## config.mk

```make
export PLATFORM = sky130hd
export DESIGN_NAME = ms_timer
export DESIGN_NICKNAME = d
export VERILOG_FILES = /design/src/verilog/aznable_pkg.sv /design/src/verilog/ms_timer.sv
export VERILOG_INCLUDE_DIRS = /design/src /design/src/include
export SDC_FILE = /design/constraint.sdc
export NUM_CORES = 1
export LEC_CHECK = 0
export ABC_AREA = 1
export BUFFER_PORTS_ARGS = -buffer_cell sky130_fd_sc_hd__buf_2
export CORE_ASPECT_RATIO = 0.7
export CORE_UTILIZATION = 40
export DETAILED_ROUTE_END_ITERATION = 6
export GPL_TIMING_DRIVEN = 0
export PLACE_DENSITY = 0.59
export SYNTH_ARGS = -nofsm -noshare
export SYNTH_HDL_FRONTEND = slang
export SYNTH_SLANG_ARGS = --single-unit
```

## constraint.sdc

```tcl
create_clock -name clk_24 -period 4.5 [get_ports clk_24]
set_input_delay 0.225 -clock clk_24 [delete_from_list [all_inputs] [get_ports clk_24]]
set_output_delay 0.225 -clock clk_24 [all_outputs]
set_load 0.05 [all_outputs]
```

## src/include/aznable_consts.svh

```systemverilog
`ifndef AZNABLE_CONSTS_SVH
`define AZNABLE_CONSTS_SVH

// Upper I/O page region bases
// A region runs up to the next base
`define MAP_IN0 16'h8000
`define MAP_TIMESTAMP 16'h8002
`define MAP_TIMER 16'h802A
`define MAP_JOYSTICK 16'h803A
`define MAP_ANALOG_L 16'h80FA
`define MAP_PADDLE 16'h81BA
`define MAP_PS2_KEY 16'h824A

// Nothing is mapped between the PS/2 key block and the pause register
`define MAP_PS2_KEY_END 16'h8256

// Single byte system registers
`define MAP_PAUSE 16'h82B6
`define MAP_MENU 16'h82B7

// Work RAM fills the top 16 KB
`define MAP_WKRAM 16'hC000

// Work RAM address bits
`define WKRAM_WIDTH 14

// clk_24 cycles per millisecond tick
`define MS_DIVIDE 24000

// Cycles from request accept to ack
`define ACCESS_LATENCY 2

`endif
```

## src/verilog/aznable_pkg.sv

```systemverilog
package aznable_pkg;

	// Request held stable by the bus master while req is high
	typedef struct packed {
		logic [15:0] addr;
		logic [7:0] wdata;
		logic write;
	} bus_req_t;

	// Offset within the addressed region, broadcast to every datapath
	typedef struct packed {
		logic [13:0] offset;
		logic [7:0] wdata;
	} bus_cmd_t;

	typedef enum logic [3:0] {
		rgn_none,
		rgn_in0,
		rgn_timestamp,
		rgn_timer,
		rgn_joystick,
		rgn_analog_l,
		rgn_paddle,
		rgn_ps2_key,
		rgn_pause,
		rgn_menu,
		rgn_wkram
	} region_t;

	typedef enum logic [1:0] {
		st_idle,
		st_access,
		st_ack_wait,
		st_release
	} bus_state_t;

	// Hardware inputs as seen from the host side
	typedef struct packed {
		logic menu;
		logic [32:0] timestamp;
		logic [191:0] joystick;
		logic [95:0] analog_l;
		logic [47:0] paddle;
		logic [10:0] ps2_key;
	} hw_inputs_t;

endpackage

```

## src/verilog/ms_timer.sv

```systemverilog
`include "aznable_consts.svh"

module ms_timer (
	input logic clk_24,
	input logic reset,
	input logic timer_clr,
	input aznable_pkg::bus_cmd_t cmd,
	output logic [7:0] timer_byte
);

	localparam int PRESCALE_W = $clog2(`MS_DIVIDE);

	logic [PRESCALE_W-1:0] prescale;
	logic [15:0] count;

	always_ff @(posedge clk_24)
	begin
		if (reset || timer_clr)
		begin
			prescale <= '0;
			count <= 16'd0;
		end
		else if (prescale == PRESCALE_W'(`MS_DIVIDE - 1))
		begin
			prescale <= '0;
			count <= count + 16'd1;
		end
		else
		begin
			prescale <= prescale + 1'b1;
		end
	end

	// Little endian, offset 0 is the low byte
	assign timer_byte = cmd.offset[0] ? count[15:8] : count[7:0];

endmodule

```

# [Yosys cells after proc, flatten, opt, wreduce, memory -nomap -nowiden]
# Cells that the tools add are included.
[totals] ff_bits=31 out_inout_bits=8 wordCells=8
[classes] addsub=2 n_eq_ne=1 muxes=1 reduce_logical=2
[op_table] operator="16-bit by 1-bit adder with 16-bit output (second input constant)" count=1
[op_table] operator="15-bit by 1-bit adder with 15-bit output (second input constant)" count=1
[op_table] operator="15-bit equality test (second input constant)" count=1
[op_table] operator="8-bit 2-to-1 mux" count=1
[op_table] operator="2-bit OR reduction" count=1
[op_table] operator="1-bit logical OR" count=1

# [Depth between registers and ports, before layout]
[logic_depth] depth_word=2 ltp_mapped=10

# [Worst setup path after synthesis]
# No wires, ideal clock.
[synth_timing] kind="register -> output" start="register count[4]" end="output port timer_byte[4]" arrival_ns=1.539 t_required_ns=4.275 slack_ns=2.736 stages_incl_launch_ff=3 n_path_buf=0 cell_sequence="dfxtp_1 inv_1 o21ai_0"
[synth_via] elab_chain_cells=1
[synth_lines] element="start: declaration" line="ms_timer.sv:14" text="logic [15:0] count;"
[synth_lines] element="start signal: assignment" line="ms_timer.sv:26" text="count <= count + 16'd1;"
[synth_lines] element="8-bit 2-to-1 mux" line="ms_timer.sv:35" text="assign timer_byte = cmd.offset[0] ? count[15:8] : count[7:0];"
[synth_lines] element="end: declaration" line="ms_timer.sv:8" text="output logic [7:0] timer_byte"
# Every way passes these cells.

# [Worst setup path after layout]
[layout_timing] start="register prescale[0]" end="register prescale[8]"
[layout_via] elab_chain_cells=2
[layout_lines] element="start: declaration" line="ms_timer.sv:13" text="logic [PRESCALE_W-1:0] prescale;"
[layout_lines] element="start signal: assignment" line="ms_timer.sv:30" text="prescale <= prescale + 1'b1;"
[layout_lines] element="branches (longest 2 deep; another with 15-bit by 1-bit adder with 15-bit output)"
# Several ways; the timed one is not identified.
# A chain may end at the register's enable or synchronous reset.

==> run summary <==
The number of pins with negative max-slew slack in the final report was 0. Of all nets on the critical path, the largest fanout is 10. After layout, the minimum clock period comes to 1630 ps. Hold repair after CTS inserted 0 buffers.

The worst setup path is captured at a register. Synthesis produced a netlist with a net count of 292. The placed wire-length estimate after detailed placement came out at 2980 um. The number of buffers created by CTS came out at 5.

The filler cells instantiated in the layout total 433. The global-route track usage on met2 is 22.1%. The period utilization came out at 36.3%. Setup repair after global routing left no endpoint under its margin.

The number of instances in the placed design came out at 328. For this run the aggregate overflow at the end of global routing stands at 0. For this design the static power due to leakage is 0.000745 uW.

The number of H-tree levels is 2. In this run the clock root is driven by a clkbuf_8. Adding up every negative setup slack in the final design gives 0 ps. The effective utilization at floorplan came out at 43.3%. The setup fix buffers added after clock tree synthesis is 0. Input and output buffers added on the ports amount to 11.

Across all setup checks in the final design, the least slack found is 2870 ps. dfxtp_1 takes more of the synthesized area than any other cell. The clock tree from TritonCTS is yes. Detailed routing inserted a total of 1,654 vias. In the layout the commonest cells are nand2_1 (68), nor2_1 (46), dfxtp_1 (31). In this run the standard cell core region covers 4090 um^2. The run finished with clean final reports. For the pin with the worst max-slew slack, the measured transition is 440 ps. The largest clock skew in the final design is 6.37 ps. A synthesized cell averages 6.68 um^2.

After synthesis the netlist holds a flip-flop and latch count of 31. The worst supply voltage drop on vdd is 0.105 mV. The die width is 81.5 um. The register clock-pin slew on the reported worst setup and hold paths is 70 ps. The number of cells traversed by the worst register-to-register path came out at 7. The most common cell after layout, fill and taps aside is nand2_1. The critical path is of the reg -> reg type. The total inserted antenna cells came out at 0. The data required time of the worst path came out at 4670 ps. The final wirelength came out at 3840 um. The floorplan step defined a die boundary enclosing 4700 um^2. The number of warnings printed during yosys synthesis came out at 0.

The first-pass GRT wire length came out at 6640 um. Counting every sink on the clock net gives 31. The total routing usage reported by global routing came out at 19.1%. The latest clock arrival within the worst-skew pair is 280 ps.

The count of cells along the worst hold path is 4. The tool flagged a number of max-cap violations equal to 0. The remaining design rule violation count is 0. The endpoint arrival time on the critical path is 1810 ps. The number of gates given a new drive strength after cts came out at 0. The startpoint type of the worst setup path is a register. The final RePlAce weighted congestion is 0.828.

The worst max-slew margin expressed relative to the limit came out at 70.6%. The pin count of the biggest net entering global routing is 11. The final hold violation count came to 0. The met3 capacity usage during global routing came out at 5.98%. The row count came out at 19. The starting DRC count in detailed routing came out at 144. The wire length per cell is 11.4 um. Setup violations remaining at the end of the flow were counted as 0. The via count of the first global-routing pass came out at 1,362. The worst setup timing slack at the placement stage is 2860 ps. At the end of the flow, the number of nets in the layout was 310. Summing every instance area after synthesis gives 1770 um^2. The top-area cell type share of the netlist area came out at 35.1%. The final non-filler cell total is 336. The number of instances in the synthesized netlist came out at 265. Summing all flip-flop and latch instances after layout gives 621 um^2. The global routing met1 resource utilization came out at 31.1%. Once detail routing completed, the nets flagged for antenna violations numbered 0. The detail-routed via count per cell came out at 4.92. Measured along the y axis, the die boundary spans 57.7 um. The sequential element share of the synthesized area came out at 35.1%. The number of antenna violations at the first check in global routing is 0.

The area used by multi-input combinational logic came out at 1000 um^2. Derived from the worst setup path, the maximum achievable clock frequency is 0.612 GHz. The worst-case hold slack came out at 347 ps. The global routing stage identified its most utilized layer as met1. The number of top-level pins is 33. By area the synthesized netlist is led by dfxtp_1 (35%), nand2_1 (14%), nor2_1 (9.8%). The path class of the tightest hold or removal check is in -> reg. The share of post-route cells with drive strength above 1 is 13.0%. Compared with the post-synthesis result, the final layout area differs by 11.4%. Yosys mapped the design onto 24 distinct sky130hd cell types. Power spread over the standard cell area amounts to 252 nW/um^2. The worst reg-to-reg setup slack is 2870 ps. The maximum count of clock buffers along a single path is 2. The number of optimization iterations in the first detailed-route pass came out at 5.
==> cells by family (layout without fill, tap and decap cells) <==
group | Yosys count | count (layout) | synth area share [%]
AO/OA/AOI/OAI | 30 | 30 | 9.96
XOR/XNOR | 9 | 9 | 4.45
adder cells (fa/ha/maj) | 2 | 2 | 1.41
buffers and inverters | 33 | 52 | 8.20
flip-flops | 31 | 31 | 35.1
multiplexers | 1 | 1 | 0.636
AND/OR/NAND/NOR | 159 | 159 | 40.3
==> cell type report <==
class                           instances  area share, %
Buffer                                  4           1.84
Sequential cell                        31           31.5
Clock inverter                          1          0.254
Timing Repair Buffer                   11           2.79
Clock buffer                            7           3.87
Multi-Input combinational cell        201           51.0
Inverter                               29           5.52
Tap cell                               52           3.30
==> routing by layer <==
| layer | routed length (um) | vias to the layer above |
|---|---|---|
| li1 | - | 883 |
| met2 | 1300 | 50 |
| met5 | 0 | - |
| met3 | 267 | 4 |
| met1 | 2230 | 717 |
| met4 | 36 | 0 |
==> cells in the mapped netlist <==
cell,count
nand2_4,1
buf_4,1
nand3_4,1
nor3_1,7
mux2_2,1
inv_1,29
nand3_1,25
nor2_8,2
buf_2,1
o21ai_0,13
nand2_1,68
ha_1,2
nand2_2,3
xnor2_1,1
nor2_2,2
nand4_1,4
nor2_1,46
xor2_1,8
a21oi_1,9
clkbuf_1,1
a21oi_2,7
dfxtp_1,31
o21ai_1,1
buf_12,1
==> state kept, by name (all words and copies together), names as in the netlist <==
register and flops:
prescale 15, count 16
==> metrics by stage <==
| step | power, uW | utilization [%] | instance area [um^2] |
|---|---|---|---|
| detailed placement | 295 | 46.2 | 1890 |
| CTS | 506 | 48.2 | 1970 |
| global placement | 295 | 46.2 | 1890 |
| global route | 521 | 48.2 | 1970 |
| finish | 496 | 48.2 | 1970 |
| floorplan | 290 | - | 1770 |
==> critical path, stage by stage (launching register included) <==
cell and delay (ps):
dfxtp_1 360, ha_1 250, nand3_4 150, nor3_1 160
nand2_1 130, nand2_1 210, buf_4 220, nor2_1 60
==> power breakdown <==
| part | internal [uW] | switching [uW] |
|---|---|---|
| Clock | 108 | 98.9 |
| Sequential | 275 | 0.633 |
| Combinational | 3.95 | 9.19 |
| Total | 388 | 109 |
==> final timing paths <==
kind / to / from
setup / recovery: prescale[8]$_SDFF_PP0_ / prescale[0]$_SDFF_PP0_
hold / removal: count[3]$_SDFFE_PP0N_ / reset
setup reg to reg: prescale[8]$_SDFF_PP0_ / prescale[0]$_SDFF_PP0_
hold reg to reg: prescale[0]$_SDFF_PP0_ / prescale[0]$_SDFF_PP0_
Power figures use the tool's default switching activity.
