==> config.mk <==
export PLATFORM = sky130hd
export DESIGN_NAME = input_ports
export DESIGN_NICKNAME = d
export VERILOG_FILES = /design/src/include/aznable_consts.svh /design/src/verilog/aznable_pkg.sv /design/src/verilog/input_ports.sv
export SDC_FILE = /design/constraint.sdc
export NUM_CORES = 1
export LEC_CHECK = 0
export ABC_AREA = 1
export BUFFER_PORTS_ARGS = -buffer_cell sky130_fd_sc_hd__buf_4
export CAP_MARGIN = 10
export CORE_AREA = 10 10 154 156
export CTS_CLUSTER_DIAMETER = 200
export DETAILED_ROUTE_END_ITERATION = 16
export DIE_AREA = 0 0 164 166
export GPL_TIMING_DRIVEN = 1
export PLACE_DENSITY = 0.61
export SLEW_MARGIN = 10
export SYNTH_ARGS = -nofsm -noshare
export SYNTH_HDL_FRONTEND = slang
export SYNTH_SLANG_ARGS = --single-unit
==> constraint.sdc <==
create_clock -name clk_24 -period 1.4 [get_ports clk_24]
set_clock_uncertainty 0.15 [all_clocks]
set_input_delay 0.21 -clock clk_24 [delete_from_list [all_inputs] [get_ports clk_24]]
set_output_delay 0.21 -clock clk_24 [all_outputs]
set_load 0.02 [all_outputs]
==> src/include/aznable_consts.svh <==
`ifndef AZNABLE_CONSTS_SVH
`define AZNABLE_CONSTS_SVH

// Upper I/O page region bases
// A region runs up to the next base
`define MAP_IN0 16'h8000
`define MAP_TIMESTAMP 16'h8002
`define MAP_TIMER 16'h802A
`define MAP_JOYSTICK 16'h803A
`define MAP_ANALOG_L 16'h80FA
`define MAP_PADDLE 16'h81BA
`define MAP_PS2_KEY 16'h824A

// Nothing is mapped between the PS/2 key block and the pause register
`define MAP_PS2_KEY_END 16'h8256

// Single byte system registers
`define MAP_PAUSE 16'h82B6
`define MAP_MENU 16'h82B7

// Work RAM fills the top 16 KB
`define MAP_WKRAM 16'hC000

// Work RAM address bits
`define WKRAM_WIDTH 14

// clk_24 cycles per millisecond tick
`define MS_DIVIDE 24000

// Cycles from request accept to ack
`define ACCESS_LATENCY 2

`endif
==> src/verilog/aznable_pkg.sv <==
package aznable_pkg;

	// Request held stable by the bus master while req is high
	typedef struct packed {
		logic [15:0] addr;
		logic [7:0] wdata;
		logic write;
	} bus_req_t;

	// Offset within the addressed region, broadcast to every datapath
	typedef struct packed {
		logic [13:0] offset;
		logic [7:0] wdata;
	} bus_cmd_t;

	typedef enum logic [3:0] {
		rgn_none,
		rgn_in0,
		rgn_timestamp,
		rgn_timer,
		rgn_joystick,
		rgn_analog_l,
		rgn_paddle,
		rgn_ps2_key,
		rgn_pause,
		rgn_menu,
		rgn_wkram
	} region_t;

	typedef enum logic [1:0] {
		st_idle,
		st_access,
		st_ack_wait,
		st_release
	} bus_state_t;

	// Hardware inputs as seen from the host side
	typedef struct packed {
		logic menu;
		logic [32:0] timestamp;
		logic [191:0] joystick;
		logic [95:0] analog_l;
		logic [47:0] paddle;
		logic [10:0] ps2_key;
	} hw_inputs_t;

endpackage

==> src/verilog/input_ports.sv <==
module input_ports (
	input logic clk_24,
	input aznable_pkg::hw_inputs_t inputs,
	input aznable_pkg::region_t region,
	input aznable_pkg::bus_cmd_t cmd,
	output logic [7:0] input_byte
);

	logic [7:0] status_byte;
	logic [63:0] timestamp_pad;
	logic [255:0] joystick_pad;
	logic [127:0] analog_l_pad;
	logic [63:0] paddle_pad;
	logic [15:0] ps2_key_pad;

	// Video status bits are gone and read as zero
	assign status_byte = {4'b0000, 2'b10, inputs.menu, 1'b0};

	// Fields padded to a power of two bytes so the low offset bits wrap
	// and bytes past the end read as zero
	assign timestamp_pad = {31'd0, inputs.timestamp};
	assign joystick_pad = {64'd0, inputs.joystick};
	assign analog_l_pad = {32'd0, inputs.analog_l};
	assign paddle_pad = {16'd0, inputs.paddle};
	assign ps2_key_pad = {5'd0, inputs.ps2_key};

	always_ff @(posedge clk_24)
	begin
		case (region)
			aznable_pkg::rgn_in0:
				input_byte <= status_byte;
			aznable_pkg::rgn_timestamp:
				input_byte <= timestamp_pad[{cmd.offset[2:0], 3'd0} +: 8];
			aznable_pkg::rgn_joystick:
				input_byte <= joystick_pad[{cmd.offset[4:0], 3'd0} +: 8];
			aznable_pkg::rgn_analog_l:
				input_byte <= analog_l_pad[{cmd.offset[3:0], 3'd0} +: 8];
			aznable_pkg::rgn_paddle:
				input_byte <= paddle_pad[{cmd.offset[2:0], 3'd0} +: 8];
			aznable_pkg::rgn_ps2_key:
				input_byte <= ps2_key_pad[{cmd.offset[0], 3'd0} +: 8];
			default:
				input_byte <= 8'h00;
		endcase
	end

endmodule

## Word level (Yosys, flattened, before mapping)

Cells that the tools add are included.

| word-level totals | value |
|---|---|
| output and inout bits | 8 |
| word-level logic and storage cells | 13 |
| flip-flop bits (word level) | 8 |

| cells by class | value |
|---|---|
| equality and inequality tests | 6 |
| shift operators | 5 |
| mux-type cells | 1 |

Operators with widths:

| kind | number |
|---|---|
| indexed part select 256 x 9 -> 8 bit | 1 |
| indexed part select 128 x 8 -> 8 bit | 1 |
| indexed part select 64 x 7 -> 8 bit | 2 |
| case mux 8 bit (6 select lines) | 1 |
| equality test 4 x 3 -> 1 bit (second input constant) | 4 |
| indexed part select 16 x 5 -> 8 bit | 1 |
| equality test 4 x 1 -> 1 bit (second input constant) | 1 |
| equality test 4 x 2 -> 1 bit (second input constant) | 1 |

## Depth between registers and ports, before layout

| logic depth | value |
|---|---|
| depth after elaboration | 2 |
| depth in mapped cells | 14 |
| mapped depth without buffers | 12 |

## Least setup slack after synthesis

Ideal clock, no wire load.

| path | value |
|---|---|
| path type | input to register |
| from | in cmd[8] in the netlist's numbering |
| to | reg input_byte[2] |
| setup time | 0.121 ns |
| data required time | 1.129 ns |
| buffers on the path | 3 |
| setup slack | -0.120 ns |
| arrival | 1.249 ns |
| stages on the path | 11 |
| cells stage by stage | buf_4 > buf_4 > buf_2 > nor2_1 > nor2_1 > o21ai_1 > nand3_1 > nand3_1 > nand2_1 > a21oi_1 > nand3_1 |

| between the ends | value |
|---|---|
| word-level cells in the longest chain between the ends | 2 |
| elaborated cells on any way between the ends | 6 |
| classes of those cells | 5 x shift; 1 x mux |

Ends and longest elaborated chain:

| element | line | text |
|---|---|---|
| from (decl) | input_ports.sv:5 | `input aznable_pkg::bus_cmd_t cmd,` |
| indexed part select 256 x 9 -> 8 bit (tied with other cells) | input_ports.sv:35 | `input_byte <= joystick_pad[{cmd.offset[4:0], 3'd0} +: 8];` |
| case mux 8 bit (6 select lines) (*) | input_ports.sv:29 | `case (region)` |
| to (signal assigned) | input_ports.sv:31 | `input_byte <= status_byte;` |
| to (signal assigned) | input_ports.sv:35 |  |
| to (signal assigned) | input_ports.sv:37 | `input_byte <= analog_l_pad[{cmd.offset[3:0], 3'd0} +: 8];` |
| to (decl) | input_ports.sv:6 | `output logic [7:0] input_byte` |

Mark *: on every way between the ends. The rest lies on a longest branch, timed or not.

## Worst setup path in the final report

| path | value |
|---|---|
| from | in cmd[8] in the netlist's numbering |
| to | reg input_byte[6] |

The elaborated chain is that of the path after synthesis.

==> impl_metrics.xml <==
<?xml version="1.0" encoding="UTF-8"?>
<metrics>
  <group name="power">
    <metric name="internal-power" unit="uW">2020</metric>
    <metric name="leakage" unit="uW">0.00499</metric>
    <metric name="ir_worst_vdd" unit="mV">0.463</metric>
    <metric name="pwr-share-clk" unit="">0.145</metric>
    <metric name="power_switching_share" unit="">0.390</metric>
    <metric name="combinationalPowerShare" unit="">0.779</metric>
    <metric name="totalPowerFinal" unit="uW">3310</metric>
    <metric name="fraction_of_power_consumed_by_sequential_logic" unit="">0.076</metric>
    <metric name="cellPowerDensity" unit="nW/um2">369</metric>
    <metric name="netSwitchingPower" unit="uW">1290</metric>
  </group>
  <group name="job">
    <metric name="max_cap_violations" unit="">0</metric>
  </group>
  <group name="clock_network">
    <metric name="worst_setup_hold_path_clk_slew" unit="ns">0.04</metric>
    <metric name="cts_tree" unit="">built</metric>
    <metric name="clock_path_buffers" unit="">2</metric>
    <metric name="ctsHtreeMaxLevel" unit="">1</metric>
    <metric name="cts_inserted_buffers" unit="">3</metric>
    <metric name="root_buffer" unit="">clkbuf_16</metric>
    <metric name="tritoncts_num_sinks" unit="">8</metric>
    <metric name="cts_hold_buf" unit="">0</metric>
  </group>
  <group name="layout">
    <metric name="layout.cells.most_common" unit="">buf_4</metric>
    <metric name="postLayoutCellArea" unit="um2">8950</metric>
    <metric name="biggestRegsByFlops" unit="">input_byte (8)</metric>
    <metric name="drive_gt1_frac" unit="">0.407</metric>
    <metric name="syn2layout_area_growth" unit="%">102</metric>
    <metric name="stdcell_count" unit="">1705</metric>
    <metric name="antenna_cells_inserted" unit="">0</metric>
    <metric name="final_net_count" unit="">1840</metric>
    <metric name="layout.cells.most_common_list" unit="">466 x buf_4, 360 x nand2_1, 145 x nand3_1, 130 x nor2_1, 88 x inv_1</metric>
    <metric name="largest_register_ffs" unit="">8</metric>
    <metric name="fillers" unit="">2273</metric>
    <metric name="max_flop_register" unit="">input_byte</metric>
  </group>
  <group name="worst_setup_path">
    <metric name="critical_path.startpoint_type" unit="">primary input</metric>
    <metric name="cp.arrival" unit="ns">1.42</metric>
    <metric name="critical_path.max_fanout" unit="">9</metric>
    <metric name="worst_setup_path_end_kind" unit="">register</metric>
    <metric name="crit_type" unit="">in2reg</metric>
    <metric name="required_worst_endpoint" unit="ns">1.36</metric>
  </group>
  <group name="yosys">
    <metric name="area_share_of_the_leading_cell_type_in_the_synthesized_netlist" unit="">0.313</metric>
    <metric name="synth_cell_type_count" unit="">29</metric>
    <metric name="ys_seq_area_frac" unit="">0.0360</metric>
    <metric name="mappedNetlistArea" unit="um2">4440</metric>
    <metric name="synthesized_netlist_cell_count" unit="">995</metric>
    <metric name="synth_top_cell_by_area" unit="">nand2_1</metric>
    <metric name="synth.avg_cell_area" unit="um2">4.47</metric>
    <metric name="ys.warnings.count" unit="">0</metric>
    <metric name="synth.ff_latch_count" unit="">8</metric>
    <metric name="yosys-top-cells-area" unit="">nand2_1 31%, nand3_1 18%, nor2_1 12%</metric>
    <metric name="synthesis.nets" unit="">1403</metric>
  </group>
  <group name="detailed_routing">
    <metric name="wl_per_cell" unit="um">18.0</metric>
    <metric name="firstDrtPassIters" unit="">5</metric>
    <metric name="initialDrtViolationCount" unit="">636</metric>
    <metric name="dr_total_vias" unit="">7970</metric>
    <metric name="routed_via_density" unit="">4.67</metric>
    <metric name="remaining_drc_errors" unit="">0</metric>
    <metric name="detail-route-antenna-nets" unit="">0</metric>
    <metric name="finalWirelength" unit="um">30700</metric>
  </group>
  <group name="sta">
    <metric name="max_slew.worst_pin.slew" unit="ns">0.324</metric>
    <metric name="slew_viol_final" unit="">0</metric>
    <metric name="report.final.setup_viol" unit="">8</metric>
    <metric name="fmaxAchievable" unit="MHz">685</metric>
    <metric name="post-route-worst-setup-slack" unit="ns">-0.0593</metric>
    <metric name="post-route-min-period" unit="ns">1.46</metric>
    <metric name="slew-limit-headroom" unit="">0.782</metric>
    <metric name="grt_setup_unrepaired" unit="">yes</metric>
    <metric name="hold_viol" unit="">0</metric>
    <metric name="min_period_over_period" unit="">1.04</metric>
  </group>
  <group name="global_route">
    <metric name="initial_antenna_violation_count" unit="">0</metric>
    <metric name="grt.total_usage" unit="">0.208</metric>
    <metric name="grt.overflow.total" unit="">0</metric>
    <metric name="first_pass_grt_wire_length" unit="um">45100</metric>
    <metric name="grt_pass1_vias" unit="">8005</metric>
    <metric name="pin_count_of_the_biggest_net_entering_global_routing" unit="">39</metric>
  </group>
  <group name="placed_design">
    <metric name="post_dp_cell_area" unit="um2">8280</metric>
    <metric name="setup_slack_at_placement" unit="ns">-0.492</metric>
    <metric name="dp_hpwl" unit="um">25200</metric>
    <metric name="dp.cells" unit="">1691</metric>
    <metric name="port_buffers" unit="">398</metric>
    <metric name="gp_routability_congestion" unit="">0.931</metric>
  </group>
  <group name="min_path">
    <metric name="min_delay_path_depth" unit="">5</metric>
    <metric name="timing.hold.worst_endpoint" unit="">input_byte[1]$_DFF_P_</metric>
    <metric name="min_path_type" unit="">in2reg</metric>
    <metric name="timing.hold.worst.start" unit="">inputs[380]</metric>
  </group>
  <group name="floorplanning">
    <metric name="die_w" unit="um">164</metric>
    <metric name="floorplan.initialDensity" unit="">0.215</metric>
    <metric name="die_h" unit="um">166</metric>
    <metric name="die_area" unit="um2">27200</metric>
    <metric name="number_of_i_o_pins" unit="">416</metric>
    <metric name="core-area" unit="um2">20700</metric>
    <metric name="rows" unit="">53</metric>
  </group>
  <group name="outcome">
    <metric name="status" unit="">complete, but fails checks</metric>
    <metric name="violated_checks" unit="">negative setup slack</metric>
  </group>
</metrics>
==> cells by family (layout without fill, tap and decap cells) <==
| group | count (synthesis) | count (layout) | synth area share |
|---|---|---|---|
| and+or+nand+nor | 691 | 691 | 0.641 |
| AOI/OAI and AO/OA | 123 | 123 | 0.152 |
| buffers and inverters | 173 | 608 | 0.171 |
| DFF | 8 | 8 | 0.0360 |
==> layout make-up <==
cell class | instances | area (um2) | share of cell area
repair buffers | 502 | 4190 | 0.468
multi-input cells | 814 | 3780 | 0.422
clock buffers | 3 | 75.1 | 0.00838
inverters | 103 | 404 | 0.0451
well taps | 275 | 344 | 0.0384
flip-flops and latches | 8 | 160 | 0.0179
==> critical path, stage by stage <==
cell	delay, ns
buf_16	0.15
inv_16	0.07
buf_12	0.15
buf_12	0.13
buf_4	0.14
o21ai_1	0.11
o22ai_1	0.08
nand2_1	0.08
nand2_2	0.06
a21oi_2	0.15
nand3_1	0.08
==> synth_stat cells <==
cell       instances
o21bai_1           1
buf_4             13
clkinv_1           1
nand2_4            1
o2111ai_1          1
inv_4              1
nor2_1           147
o211ai_1          16
nor3_1             2
nand3b_1           5
nor2_2             2
inv_1             88
nor2_4             2
or2_1              1
clkbuf_1          11
o31ai_1            1
nand3_1          159
inv_2             12
clkinv_2           1
buf_6              2
dfxtp_1            8
a21oi_1           17
buf_2             36
nor4_1             1
nand2_1          371
o21ai_1           36
o21ai_0           43
buf_1              8
o22ai_1            8
==> what timing repair did <==
| action | 4_1_cts | 5_1_grt |
|---|---|---|
| buffers inserted | 3 | 2 |
| setup endpoints to repair | 8 | 8 |
| resized for setup | 56 | 55 |
| pin swaps | 14 | 26 |
| gates cloned | 5 | 2 |
==> power groups by stage <==
stage | registers (uW) | logic, uW | clock network [uW]
CTS | 250 | 2490 | 494
global route | 251 | 2820 | 505
detailed placement | 254 | 2340 | 0
floorplan | 273 | 983 | 0
global placement | 255 | 2340 | 0
finish | 250 | 2580 | 480
==> layer usage <==
metal  track usage  wire (um)
met1         0.252      12500
met2         0.369      15200
met3        0.0449       2480
met4        0.0342        515
met5             0          0
==> metrics by stage <==
step / util / hold WS [ns] / setup TNS (ns)
3_3_place_gp: 0.400 / 0.405 / -3.11
3_5_place_dp: 0.400 / 0.417 / -3.11
6_report: 0.433 / 0.170 / -0.274
4_1_cts: 0.421 / 0.182 / -0.362
5_1_grt: 0.433 / 0.208 / -0.989
2_1_floorplan: - / 0.260 / -0.0644
==> worst max path at each step <==
stage	from	to	slack [ns]
floorplan	cmd[8]	input_byte[3]$_DFF_P_	-0.01
global placement	cmd[8]	input_byte[0]$_DFF_P_	-0.46
detailed placement	cmd[8]	input_byte[0]$_DFF_P_	-0.49
CTS	cmd[8]	input_byte[1]$_DFF_P_	-0.07
global route	cmd[8]	input_byte[4]$_DFF_P_	-0.14
finish	cmd[8]	input_byte[6]$_DFF_P_	-0.06
Note: power is estimated with default switching activity, not from simulation.
