$ cat src/include/aznable_consts.svh
`ifndef AZNABLE_CONSTS_SVH
`define AZNABLE_CONSTS_SVH

// Upper I/O page region bases
// A region runs up to the next base
`define MAP_IN0 16'h8000
`define MAP_TIMESTAMP 16'h8002
`define MAP_TIMER 16'h802A
`define MAP_JOYSTICK 16'h803A
`define MAP_ANALOG_L 16'h80FA
`define MAP_PADDLE 16'h81BA
`define MAP_PS2_KEY 16'h824A

// Nothing is mapped between the PS/2 key block and the pause register
`define MAP_PS2_KEY_END 16'h8256

// Single byte system registers
`define MAP_PAUSE 16'h82B6
`define MAP_MENU 16'h82B7

// Work RAM fills the top 16 KB
`define MAP_WKRAM 16'hC000

// Work RAM address bits
`define WKRAM_WIDTH 14

// clk_24 cycles per millisecond tick
`define MS_DIVIDE 24000

// Cycles from request accept to ack
`define ACCESS_LATENCY 2

`endif
$ cat src/verilog/aznable_pkg.sv
package aznable_pkg;

	// Request held stable by the bus master while req is high
	typedef struct packed {
		logic [15:0] addr;
		logic [7:0] wdata;
		logic write;
	} bus_req_t;

	// Offset within the addressed region, broadcast to every datapath
	typedef struct packed {
		logic [13:0] offset;
		logic [7:0] wdata;
	} bus_cmd_t;

	typedef enum logic [3:0] {
		rgn_none,
		rgn_in0,
		rgn_timestamp,
		rgn_timer,
		rgn_joystick,
		rgn_analog_l,
		rgn_paddle,
		rgn_ps2_key,
		rgn_pause,
		rgn_menu,
		rgn_wkram
	} region_t;

	typedef enum logic [1:0] {
		st_idle,
		st_access,
		st_ack_wait,
		st_release
	} bus_state_t;

	// Hardware inputs as seen from the host side
	typedef struct packed {
		logic menu;
		logic [32:0] timestamp;
		logic [191:0] joystick;
		logic [95:0] analog_l;
		logic [47:0] paddle;
		logic [10:0] ps2_key;
	} hw_inputs_t;

endpackage

$ cat src/verilog/bus_control.sv
`include "aznable_consts.svh"

module bus_control (
	input logic clk_24,
	input logic reset,
	input logic req,
	input aznable_pkg::bus_req_t req_data,
	input logic pause_system,
	output logic ack,
	output logic [7:0] rdata,
	output aznable_pkg::bus_cmd_t cmd,
	output aznable_pkg::region_t region,
	output logic ram_wr,
	output logic timer_clr,
	output logic pause_set,
	output logic menu_clr,
	input logic [7:0] input_byte,
	input logic [7:0] timer_byte,
	input logic [7:0] menu_byte,
	input logic [7:0] ram_byte
);

	localparam int LAT_W = $clog2(`ACCESS_LATENCY + 1);

	aznable_pkg::bus_state_t state;
	logic [LAT_W-1:0] latency_count;
	logic [15:0] base;
	logic [15:0] offset_full;
	logic accept;
	logic [7:0] read_byte;

	// Address decode, checked from the top of the map down
	always_comb
	begin
		region = aznable_pkg::rgn_none;
		base = 16'h0000;
		if (req_data.addr >= `MAP_WKRAM)
		begin
			region = aznable_pkg::rgn_wkram;
			base = `MAP_WKRAM;
		end
		else if (req_data.addr == `MAP_MENU)
		begin
			region = aznable_pkg::rgn_menu;
			base = `MAP_MENU;
		end
		else if (req_data.addr == `MAP_PAUSE)
		begin
			region = aznable_pkg::rgn_pause;
			base = `MAP_PAUSE;
		end
		else if (req_data.addr >= `MAP_PS2_KEY_END)
		begin
			region = aznable_pkg::rgn_none;
		end
		else if (req_data.addr >= `MAP_PS2_KEY)
		begin
			region = aznable_pkg::rgn_ps2_key;
			base = `MAP_PS2_KEY;
		end
		else if (req_data.addr >= `MAP_PADDLE)
		begin
			region = aznable_pkg::rgn_paddle;
			base = `MAP_PADDLE;
		end
		else if (req_data.addr >= `MAP_ANALOG_L)
		begin
			region = aznable_pkg::rgn_analog_l;
			base = `MAP_ANALOG_L;
		end
		else if (req_data.addr >= `MAP_JOYSTICK)
		begin
			region = aznable_pkg::rgn_joystick;
			base = `MAP_JOYSTICK;
		end
		else if (req_data.addr >= `MAP_TIMER)
		begin
			region = aznable_pkg::rgn_timer;
			base = `MAP_TIMER;
		end
		else if (req_data.addr >= `MAP_TIMESTAMP)
		begin
			region = aznable_pkg::rgn_timestamp;
			base = `MAP_TIMESTAMP;
		end
		else if (req_data.addr == `MAP_IN0)
		begin
			region = aznable_pkg::rgn_in0;
			base = `MAP_IN0;
		end
	end

	assign offset_full = req_data.addr - base;
	assign cmd.offset = offset_full[13:0];
	assign cmd.wdata = req_data.wdata;

	// Read byte by region, write-only and unmapped space give zero
	always_comb
	begin
		case (region)
			aznable_pkg::rgn_in0,
			aznable_pkg::rgn_timestamp,
			aznable_pkg::rgn_joystick,
			aznable_pkg::rgn_analog_l,
			aznable_pkg::rgn_paddle,
			aznable_pkg::rgn_ps2_key:
				read_byte = input_byte;
			aznable_pkg::rgn_timer:
				read_byte = timer_byte;
			aznable_pkg::rgn_menu:
				read_byte = menu_byte;
			aznable_pkg::rgn_wkram:
				read_byte = ram_byte;
			default:
				read_byte = 8'h00;
		endcase
	end

	// No new request while the system is paused
	assign accept = (state == aznable_pkg::st_idle) && req && !pause_system;

	always_ff @(posedge clk_24)
	begin
		if (reset)
		begin
			state <= aznable_pkg::st_idle;
			latency_count <= '0;
			ack <= 1'b0;
			rdata <= 8'h00;
			ram_wr <= 1'b0;
			timer_clr <= 1'b0;
			pause_set <= 1'b0;
			menu_clr <= 1'b0;
		end
		else
		begin
			// Strobes are single cycle
			ram_wr <= 1'b0;
			timer_clr <= 1'b0;
			pause_set <= 1'b0;
			menu_clr <= 1'b0;
			case (state)
				aznable_pkg::st_idle:
				begin
					if (accept)
					begin
						state <= aznable_pkg::st_access;
						latency_count <= '0;
						if (req_data.write)
						begin
							ram_wr <= region == aznable_pkg::rgn_wkram;
							timer_clr <= region == aznable_pkg::rgn_timer;
							pause_set <= region == aznable_pkg::rgn_pause;
							menu_clr <= region == aznable_pkg::rgn_menu;
						end
					end
				end
				aznable_pkg::st_access:
				begin
					// Registered datapath reads have settled by the last count
					if (latency_count == LAT_W'(`ACCESS_LATENCY - 1))
					begin
						ack <= 1'b1;
						rdata <= req_data.write ? 8'h00 : read_byte;
						state <= aznable_pkg::st_ack_wait;
					end
					else
					begin
						latency_count <= latency_count + 1'b1;
					end
				end
				aznable_pkg::st_ack_wait:
				begin
					if (!req)
					begin
						state <= aznable_pkg::st_release;
					end
				end
				aznable_pkg::st_release:
				begin
					ack <= 1'b0;
					state <= aznable_pkg::st_idle;
				end
				default:
				begin
					state <= aznable_pkg::st_idle;
				end
			endcase
		end
	end

endmodule

$ cat config.mk
export PLATFORM = sky130hd
export DESIGN_NAME = bus_control
export DESIGN_NICKNAME = d
export VERILOG_FILES = /design/src/verilog/aznable_pkg.sv /design/src/verilog/bus_control.sv
export VERILOG_INCLUDE_DIRS = /design/src /design/src/include
export SDC_FILE = /design/constraint.sdc
export NUM_CORES = 1
export LEC_CHECK = 0
export BUFFER_PORTS_ARGS = -buffer_cell sky130_fd_sc_hd__buf_2
export CAP_MARGIN = 30
export CORE_UTILIZATION = 46
export DETAILED_ROUTE_END_ITERATION = 12
export PLACE_DENSITY = 0.81
export SLEW_MARGIN = 20
export SYNTH_ARGS = -nofsm -noshare
export SYNTH_HDL_FRONTEND = slang
export SYNTH_SLANG_ARGS = --single-unit
$ cat constraint.sdc
create_clock -name clk_24 -period 8.7 [get_ports clk_24]
set_clock_uncertainty 0.2 [all_clocks]
set_input_delay 1.74 -clock clk_24 [delete_from_list [all_inputs] [get_ports clk_24]]
set_output_delay 1.74 -clock clk_24 [all_outputs]
set_load 0.01 [all_outputs]
# After elaboration in Yosys (flattened, before gate mapping)
# Index checks and enable logic that the tools add are counted.
word_totals:
  in_bits: 61
  mem_bits_ro: 0
  mem_count: 0
  latchBits: 0
  output_inout_bits: 39
  elab_cells: 86
  ff_bits: 17
  ramBits: 0
classes:
  muxes: 32
  order_cmp: 8
  shift: 0
  bitwise_logic: 3
  div: 0
  addsub: 2
  n_mul: 0
  eq_ne: 21
  reduce_logical: 12
op_table:
  columns: ["op", "n"]
  rows:
  - ["two-way mux 14 bit", 10]
  - [">= comparator 16 bit (second input constant)", 8]
  - ["== test 16 bit (second input constant)", 3]
  - ["case mux 8 bit (4 select lines)", 1]
  - ["== test 4 x 3 -> 1 bit (second input constant)", 4]
  - ["two-way mux 3 bit", 5]
  - ["two-way mux 2 bit", 7]
  - ["subtractor 14 bit", 1]
  - ["== test 4 bit (second input constant)", 3]
  - ["two-way mux 4 bit", 3]
  - ["== test 4 x 2 -> 1 bit (second input constant)", 2]
  - ["two-way mux 8 bit", 1]
  - ["!= test 2 bit (second input constant)", 4]
  - ["case mux 2 bit (4 select lines)", 1]
  - ["AND reduction 3 bit", 2]
  - ["OR reduction 6 bit", 1]
  - ["== test 2 x 1 -> 1 bit (second input constant)", 2]
  - ["== test 2 bit (second input constant)", 2]
  - ["== test 4 x 1 -> 1 bit (second input constant)", 1]
  - ["case mux 2 bit (2 select lines)", 1]
  - ["AND reduction 2 bit", 2]
  - ["nonzero test 2 bit", 2]
  - ["OR reduction 4 bit", 1]
  - ["NOT 1 bit", 3]
  - ["other kinds (6)", 8]

# Logic depth before layout (Yosys ltp)
# Gate-level depths: netlist of run 1.
depth:
  ltp_word: 16
  ltp_mapped: 16
  ltp_nobuf: 15

# Worst setup path before layout of run 1
# No wires, ideal clock.
synth_timing:
  kind: "input -> output"
  startpoint: "in req_data[20] (netlist bit)"
  endpoint: "out cmd[20] (netlist bit)"
  required_ps: 6760
  path_stages: 16
  n_path_buf: 1
  setup_slack_ps: 1329
  arrival_time_ps: 5431
  cell_sequence: "or3_1 > buf_6 > or4_4 > nor2b_1 > inv_2 > nor2_2 > ha_1 > inv_1 > fa_1 > a21o_1 > a21oi_1 > o21bai_1 > a2111o_1 > a31oi_1 > o21ai_0 > xnor2_1"
synth_lines:
  columns: ["item", "line_no", "text"]
  rows:
  - ["from (decl)", "bus_control.sv:7", "input aznable_pkg::bus_req_t req_data,"]
  - ["to (decl)", "bus_control.sv:11", "output aznable_pkg::bus_cmd_t cmd,"]

==> summary.md, run 1 <==
| Metric | Value |
|---|---|
| Run status | finished, final reports clean |
| Clk sink count | 17 |
| Fin nets | 405 |
| Sw frac | 39.0% |
| Post-route DRC violation count | 0 |
| Max Cap Viol | 0 |
| DRT iter0 DRCs | 123 |
| Synth cell count leaders | nand2_1 (37), dfxtp_1 (17), ha_1 (16), nor2_1 (16), o21ai_0 (14) |
| CORE AREA | 4060 um^2 |
| Synthesized flop and latch total | 17 |
| Main synth FF type | dfxtp_1 |
| Post-CTS Resized | 0 |
| Switching pwr | 0.000115 W |
| Syn Nets | 331 |
| Syn Std Cell Area | 1960 um^2 |
| ANT nets after route | 0 |
| Die width | 67.3 um |
| Post-DP Area | 2360 um^2 |
| Number of synthesized flops with an enable pin | 0 |
| Yosys top cell by area | dfxtp_1 |
| Post-route cell area | 2400 um^2 |
| Most Frequent Cell on Critical Path | buf_2 |
| Total congestion overflow | 0 |
| RSZ-0062 raised after global routing | no |
| Chip height | 67.3 um |
| Fraction of layout cells with a size suffix above 1 | 31.3% |
| TritonCTS buffer count | 3 |
| Crit path capture type | primary output |
| PwrDens | 123 nW/um^2 |
| Leakage power | 0.996 nW |
| FP Rows | 23 |
| Slew Limit Headroom | 60.4% |
| Crit Path Class | input pin to primary output |
| TritonRoute pass-1 iters | 6 |
| # IOs | 100 |
| Initial core utilization | 48.4% |
| WL final | 5100 um |
| Hold-fix buffers, CTS | 0 |
| Initial antenna violation count | 0 |
| Clk pin slew, worst setup/hold paths | 0.06 ns |
| TNS Setup | 0 ns |
| CP Max Fanout | 10 |
| Syn Inst Count | 253 |
| Via density | 5.77 |
| Number of vias in the routed layout | 2170 |
| CTS H-tree lvls | 1 |
| Req. time, crit path | 6.76 ns |
| CP startpoint kind | input pin |
| Yosys warnings | 0 |
| Storage element area | 340 um^2 |
| First-pass GRT wire length | 7580 um |
| GPL Wtd Cong | 0.870 |
| Final setup fails | 0 |
| Slew @ Worst Pin | 0.590 ns |
| Yosys top cell area share | 17.3% |
| Post-CTS setup buffers | 0 |
| Post-layout min period | 8.05 ns |
| Fill count | 388 |
| Post-Syn Area per Cell | 7.76 um^2 |
| Root Driver | clkbuf_8 |
| Register area share after synthesis | 17.3% |
| Area contributors post-synth | dfxtp_1 (17%), ha_1 (10%), nand2_1 (7.1%) |
| I/O Buffers | 83 |
| Slew Viols, Final | 0 |
| Power Internal | 0.000180 W |
| Post-DP HPWL | 4080 um |
| Comb pwr share | 49.5% |
| Skew-Pair Late Insertion Delay | 0.25 ns |
| Worst EP arrival | 6.11 ns |
| Clock power share | 20.2% |
| Pin count of the biggest net entering global routing | 16 |
| Fin crit share | 92.5% |
| Cell with the most instances after synthesis | nand2_1 |
| Sequential power share | 30.3% |
| Worst slack, placed | 0.701 ns |
| Vias in the first global route | 1757 |
| Final hold viol count | 0 |
| Crit path largest cell delay | 0.55 ns |
| Unique masters post-synth | 59 |
| Hold_ws | 0.264 ns |
| Die ar. | 4530 um^2 |
| Hold Path Class | flop to flop |
| CP cell instances | buf_2 -> or3_1 -> or4_4 -> nor2b_1 -> inv_2 -> nor2_2 -> ha_1 -> inv_1 -> fa_1 -> a21o_1 -> a21oi_1 -> o21bai_1 -> a2111o_1 -> a31oi_1 -> o21ai_0 -> xnor2_1 -> buf_2 |
| Avg WL per Cell | 13.6 um |
| Area of the multi-input gates | 1480 um^2 |
| Async S/R FF share, synth | 0% |
| Worst ir drop on vdd | 0.117 mV |
| Longest Clk Path Bufs | 2 |
| Worst Slack Setup Final | 0.655 ns |
| Slowest CP cell | or4_4 |
| CTS tree | done |
| ANT cells | 0 |
| Max frequency | 124 MHz |
| Area Growth Syn to Fin | 22.4% |
| Total GRT Usage | 21.0% |
## worst paths after layout
kind         cells past startpoint                  start                     to  slack (ns)
max                             17           req_data[19]                cmd[20]        0.65
min                              2  rdata[4]$_SDFFE_PP0P_  rdata[4]$_SDFFE_PP0P_        0.26
max reg2reg                      6  state[1]$_SDFFE_PP0P_  rdata[4]$_SDFFE_PP0P_        6.78
min reg2reg                      2  rdata[4]$_SDFFE_PP0P_  rdata[4]$_SDFFE_PP0P_        0.26
## layer usage
metal	vias up	global-route usage, %	wire length, um
met3	8	3.04	238
met2	61	36.3	2460
met5	-	0	0
met1	995	28.0	2370
li1	1106	-	-
met4	0	3.19	34
## cells in the final DEF, fill, tap and decap left out, types with 3 or more instances in the layout
cell	n
xnor2_1	7
nor2_1	16
nand2b_1	3
nand3_1	8
dfxtp_1	17
a222oi_1	8
a32oi_1	8
o211ai_1	3
and2_1	3
o21ai_0	14
or3_1	4
clkbuf_8	3
nor4_1	6
a21boi_0	3
a21oi_1	12
a31oi_1	4
nor2b_1	3
inv_1	11
o21a_1	4
ha_1	16
buf_2	83
nor3_1	9
nand2_1	37
## cell type report
class                           instances  share of cell area (%)
Clock buffer                            4                    1.88
Inverter                               12                    1.88
Multi-Input combinational cell        208                    61.6
Sequential cell                        17                    14.2
Tap cell                               50                    2.60
Timing Repair Buffer                   85                    17.9
## critical path: cells and delay by family
kind                     cells  cell delay [ns]
buffers and inverters        4             0.49
AO/OA/AOI/OAI                6             1.33
AND/OR/NAND/NOR              4             1.75
adder cells (fa/ha/maj)      2             0.64
XOR/XNOR                     1             0.15
## metrics by stage
step                      utilization, %  cells  total power (W)
after floorplan                        -    253         0.000196
after global placement              57.9    371         0.000233
after detailed placement            58.1    372         0.000237
after CTS                           59.2    376         0.000297
after global routing                59.2    376         0.000318
final                               59.2    376         0.000296
## state kept, by name (all words and copies together), names as in the netlist
signal         cells
menu_clr           1
pause_set          1
state              2
rdata              8
latency_count      2
timer_clr          1
ram_wr             1
ack                1
## power by group through the flow
stage	registers, W	logic (W)	clock network [W]
3_3_place_gp	0.0000912	0.000142	0
5_1_grt	0.0000908	0.000163	0.0000644
3_5_place_dp	0.0000914	0.000146	0
4_1_cts	0.0000897	0.000147	0.0000604
2_1_floorplan	0.0000904	0.000105	0
6_report	0.0000897	0.000146	0.0000597
## kinds of logic after synthesis
logic type | after synthesis | synth area share (%)
DFF | 17 | 17.3
adders and majority gates | 17 | 11.2
xor gates and xnor gates | 9 | 4.02
AOI/OAI and AO/OA | 77 | 32.2
buffers and inverters | 28 | 7.33
and+or+nand+nor | 102 | 26.3
muxes | 3 | 1.59
Power figures use the tool's default switching activity.
==> inputs of run 2 (changes only) <==
Settings changed: CELL_PAD_IN_SITES_DETAIL_PLACEMENT from default to 0, CELL_PAD_IN_SITES_GLOBAL_PLACEMENT from default to 1, CORE_UTILIZATION 46 to 32, PLACE_DENSITY 0.81 to default, PLACE_DENSITY_LB_ADDON from default to 0.1.
==> run 2 against run 1 <==
First-iteration DRC count shrank 29%. Sequential cell count unchanged. Cell count rose by 6.9%. Sequential share of layout area shrank 0.23 points. Clock power about the same. Design area rose by 1.6%. Fmax grew 4.0%. Die area is 42% higher. Setup slack improved by 0.31 ns. Routed wire length rose by 7.8%. Combinational power hardly changed. Largest power group unchanged.
==> summary.md, run 2 (synthesis gave the netlist of run 1 again) <==
| Metric | Value |
|---|---|
| Post-route cell area | 2440 um^2 (+1.6%) |
| Post-route DRC violation count | 0 (unchanged) |
| Req. time, crit path | 6.76 ns (about the same) |
| R2R cell count | 8 (+2) |
| Post-DP Area | 2400 um^2 (+1.6%) |
| Skew-Pair Late Insertion Delay | 0.25 ns (about the same) |
| TritonCTS buffer count | 3 (unchanged) |
| Post-CTS Resized | 0 (unchanged) |
| Die width | 80.3 um (+19%) |
| Post-CTS setup buffers | 0 (unchanged) |
| Most frequent cells in the layout | buf_2 (83), nand2_1 (37), dfxtp_1 (17) |
| Final hold viol count | 0 (unchanged) |
| CP cell instances | buf_2 -> or3_1 -> or4_4 -> nor2b_1 -> inv_2 -> nor2_2 -> ha_1 -> inv_1 -> fa_1 -> a21o_1 -> a21oi_1 -> o21bai_1 -> a2111o_1 -> a31oi_1 -> o21ai_0 -> xnor2_1 -> buf_2 |
| Max Cap Viol | 0 (unchanged) |
| Non-filler cells in the finished layout | 402 (+6.9%) |
| Initial core utilization | 33.2% (-15 points) |
| ANT cells | 0 (unchanged) |
| Largest regs | rdata (8), latency_count (2), state (2) |
| Crit path capture type | primary output |
| Via density | 5.24 (-9.2%) |
| Crit Path Class | input pin to primary output |
| First-pass GRT wire length | 8960 um (+18%) |
| Worst EP arrival | 5.80 ns (-0.31 ns) |
| Final setup fails | 0 (unchanged) |
| CP startpoint | req_data[20] |
| Longest Clk Path Bufs | 2 (unchanged) |
| Die ar. | 6450 um^2 (+42%) |
| Fin crit share | 88.9% (-3.5 points) |
| Placed Instances | 398 (+7.0%) |
| Total GRT Usage | 17.3% (-3.7 points) |
| Pin count of the biggest net entering global routing | 17 (+1) |
| Internal reg-to-reg setup slack | 6.87 ns (+0.09 ns) |
| Max reg flops | 8 (unchanged) |
| Root Driver | clkbuf_8 |
| Crit path largest cell delay | 0.55 ns (about the same) |
| Hold-fix buffers, CTS | 0 (unchanged) |
| Slew Viols, Final | 0 (unchanged) |
| Number of vias in the routed layout | 2107 (-2.9%) |
| TritonRoute pass-1 iters | 4 (-2) |
| Most common cell after layout, fill and taps aside | buf_2 |
| # IOs | 100 (unchanged) |
| RSZ-0062 raised after global routing | no |
| GPL Wtd Cong | 0.763 (-12%) |
| Slew Limit Headroom | 62.1% (+1.8 points) |
| Slew @ Worst Pin | 0.566 ns (-0.0240 ns) |
| Chip height | 80.3 um (+19%) |
| CP startpoint kind | input pin |
| Fraction of layout cells with a size suffix above 1 | 31.5% (+0.21 points) |
| Biggest register | rdata |
| Worst setup path endpoint | cmd[20] |
| RR Endpoint | latency_count[0]$_SDFFE_PP0P_ |
| ANT nets after route | 0 (unchanged) |
| Initial antenna violation count | 0 (unchanged) |
| Total congestion overflow | 0 (unchanged) |
| TNS Setup | 0 ns (unchanged) |
| Worst slack, placed | 0.949 ns (+0.247 ns) |
| Slowest CP cell | or4_4 |
| Worst Slack Setup Final | 0.962 ns (+0.308 ns) |
| Clk sink count | 17 (unchanged) |
| Fin nets | 406 (+0.25%) |
| WL final | 5500 um (+7.8%) |
| Post-DP HPWL | 4400 um (+7.8%) |
| CTS H-tree lvls | 1 (unchanged) |
| CORE AREA | 5920 um^2 (+46%) |
| Met1 GRT Util | 24.7% (-3.3 points) |
| Most Frequent Cell on Critical Path | buf_2 |
| CP Max Fanout | 10 (unchanged) |
| Vias in the first global route | 1956 (+11%) |
| I/O Buffers | 83 (unchanged) |
| Max frequency | 129 MHz (+4.0%) |
| Worst r2r src | state[1]$_SDFFE_PP0P_ |
| FP Rows | 28 (+22%) |
| PwrDens | 121 nW/um^2 (-1.6%) |
| Worst ir drop on vdd | 0.101 mV (-14%) |
| Leakage power | 1.00 nW (+0.55%) |
| DRT iter0 DRCs | 87 (-29%) |
| Area Growth Syn to Fin | 24.3% |
| M2 GR Usage | 28.4% (-7.9 points) |
| Avg WL per Cell | 13.7 um (+0.79%) |
| Post-layout min period | 7.74 ns (-0.308 ns) |
| Clk pin slew, worst setup/hold paths | 0.07 ns (about the same) |
| Run status | finished, final reports clean |
| Hold Path Class | flop to flop |
| Met3 global-route usage | 2.73% (-0.31 points) |
| CTS tree | done |
| Busiest grt layer | met2 |
## run 2: where the power goes
| part | total, W | switching [W] | internal [W] |
|---|---|---|---|
| clock | 0.0000595 | 0.0000270 | 0.0000325 |
| combinational | 0.000147 | 0.0000830 | 0.0000638 |
| sequential | 0.0000893 | 0.00000527 | 0.0000841 |
## run 2: layout make-up
cell class / instances / area (um^2)
Clock buffer: 4 / 45.0
Fill cell: 651 / 3480
Inverter: 12 / 45.0
Multi-Input combinational cell: 208 / 1480
Sequential cell: 17 / 340
Tap cell: 75 / 93.8
Timing Repair Buffer: 86 / 438
## run 2: critical path: cells and delay by family
family	cells	cell delay [ns]
AOI/OAI and AO/OA	6	1.37
xor gates and xnor gates	1	0.13
adders and majority gates	2	0.57
buffers and inverters	4	0.45
and+or+nand+nor	4	1.53
## run 2: routing by layer
metal	vias to the layer above	share of wire [%]
li1	1110	-
met1	937	52
met2	58	43
met3	2	5.2
met4	0	0.073
met5	-	0
## run 2: worst min path at each step
stage,depth (start not counted),slack [ns],endpoint,start
after CTS,2,0.27,rdata[3]$_SDFFE_PP0P_,rdata[3]$_SDFFE_PP0P_
after global routing,2,0.29,rdata[0]$_SDFFE_PP0P_,rdata[0]$_SDFFE_PP0P_
after floorplan,2,0.26,latency_count[1]$_SDFFE_PP0P_,latency_count[1]$_SDFFE_PP0P_
after global placement,2,0.25,rdata[7]$_SDFFE_PP0P_,rdata[7]$_SDFFE_PP0P_
after detailed placement,2,0.26,rdata[0]$_SDFFE_PP0P_,rdata[0]$_SDFFE_PP0P_
final,2,0.27,rdata[5]$_SDFFE_PP0P_,rdata[5]$_SDFFE_PP0P_
## run 2: per-stage QoR
| stage | power, W | utilization [%] | hold WS [ns] |
|---|---|---|---|
| final | 0.000296 | 41.2 | 0.266 |
| after global routing | 0.000324 | 41.2 | 0.292 |
| after CTS | 0.000301 | 41.2 | 0.269 |
| after detailed placement | 0.000238 | 40.5 | 0.257 |
| after global placement | 0.000240 | 40.5 | 0.250 |
| after floorplan | 0.000196 | - | 0.260 |
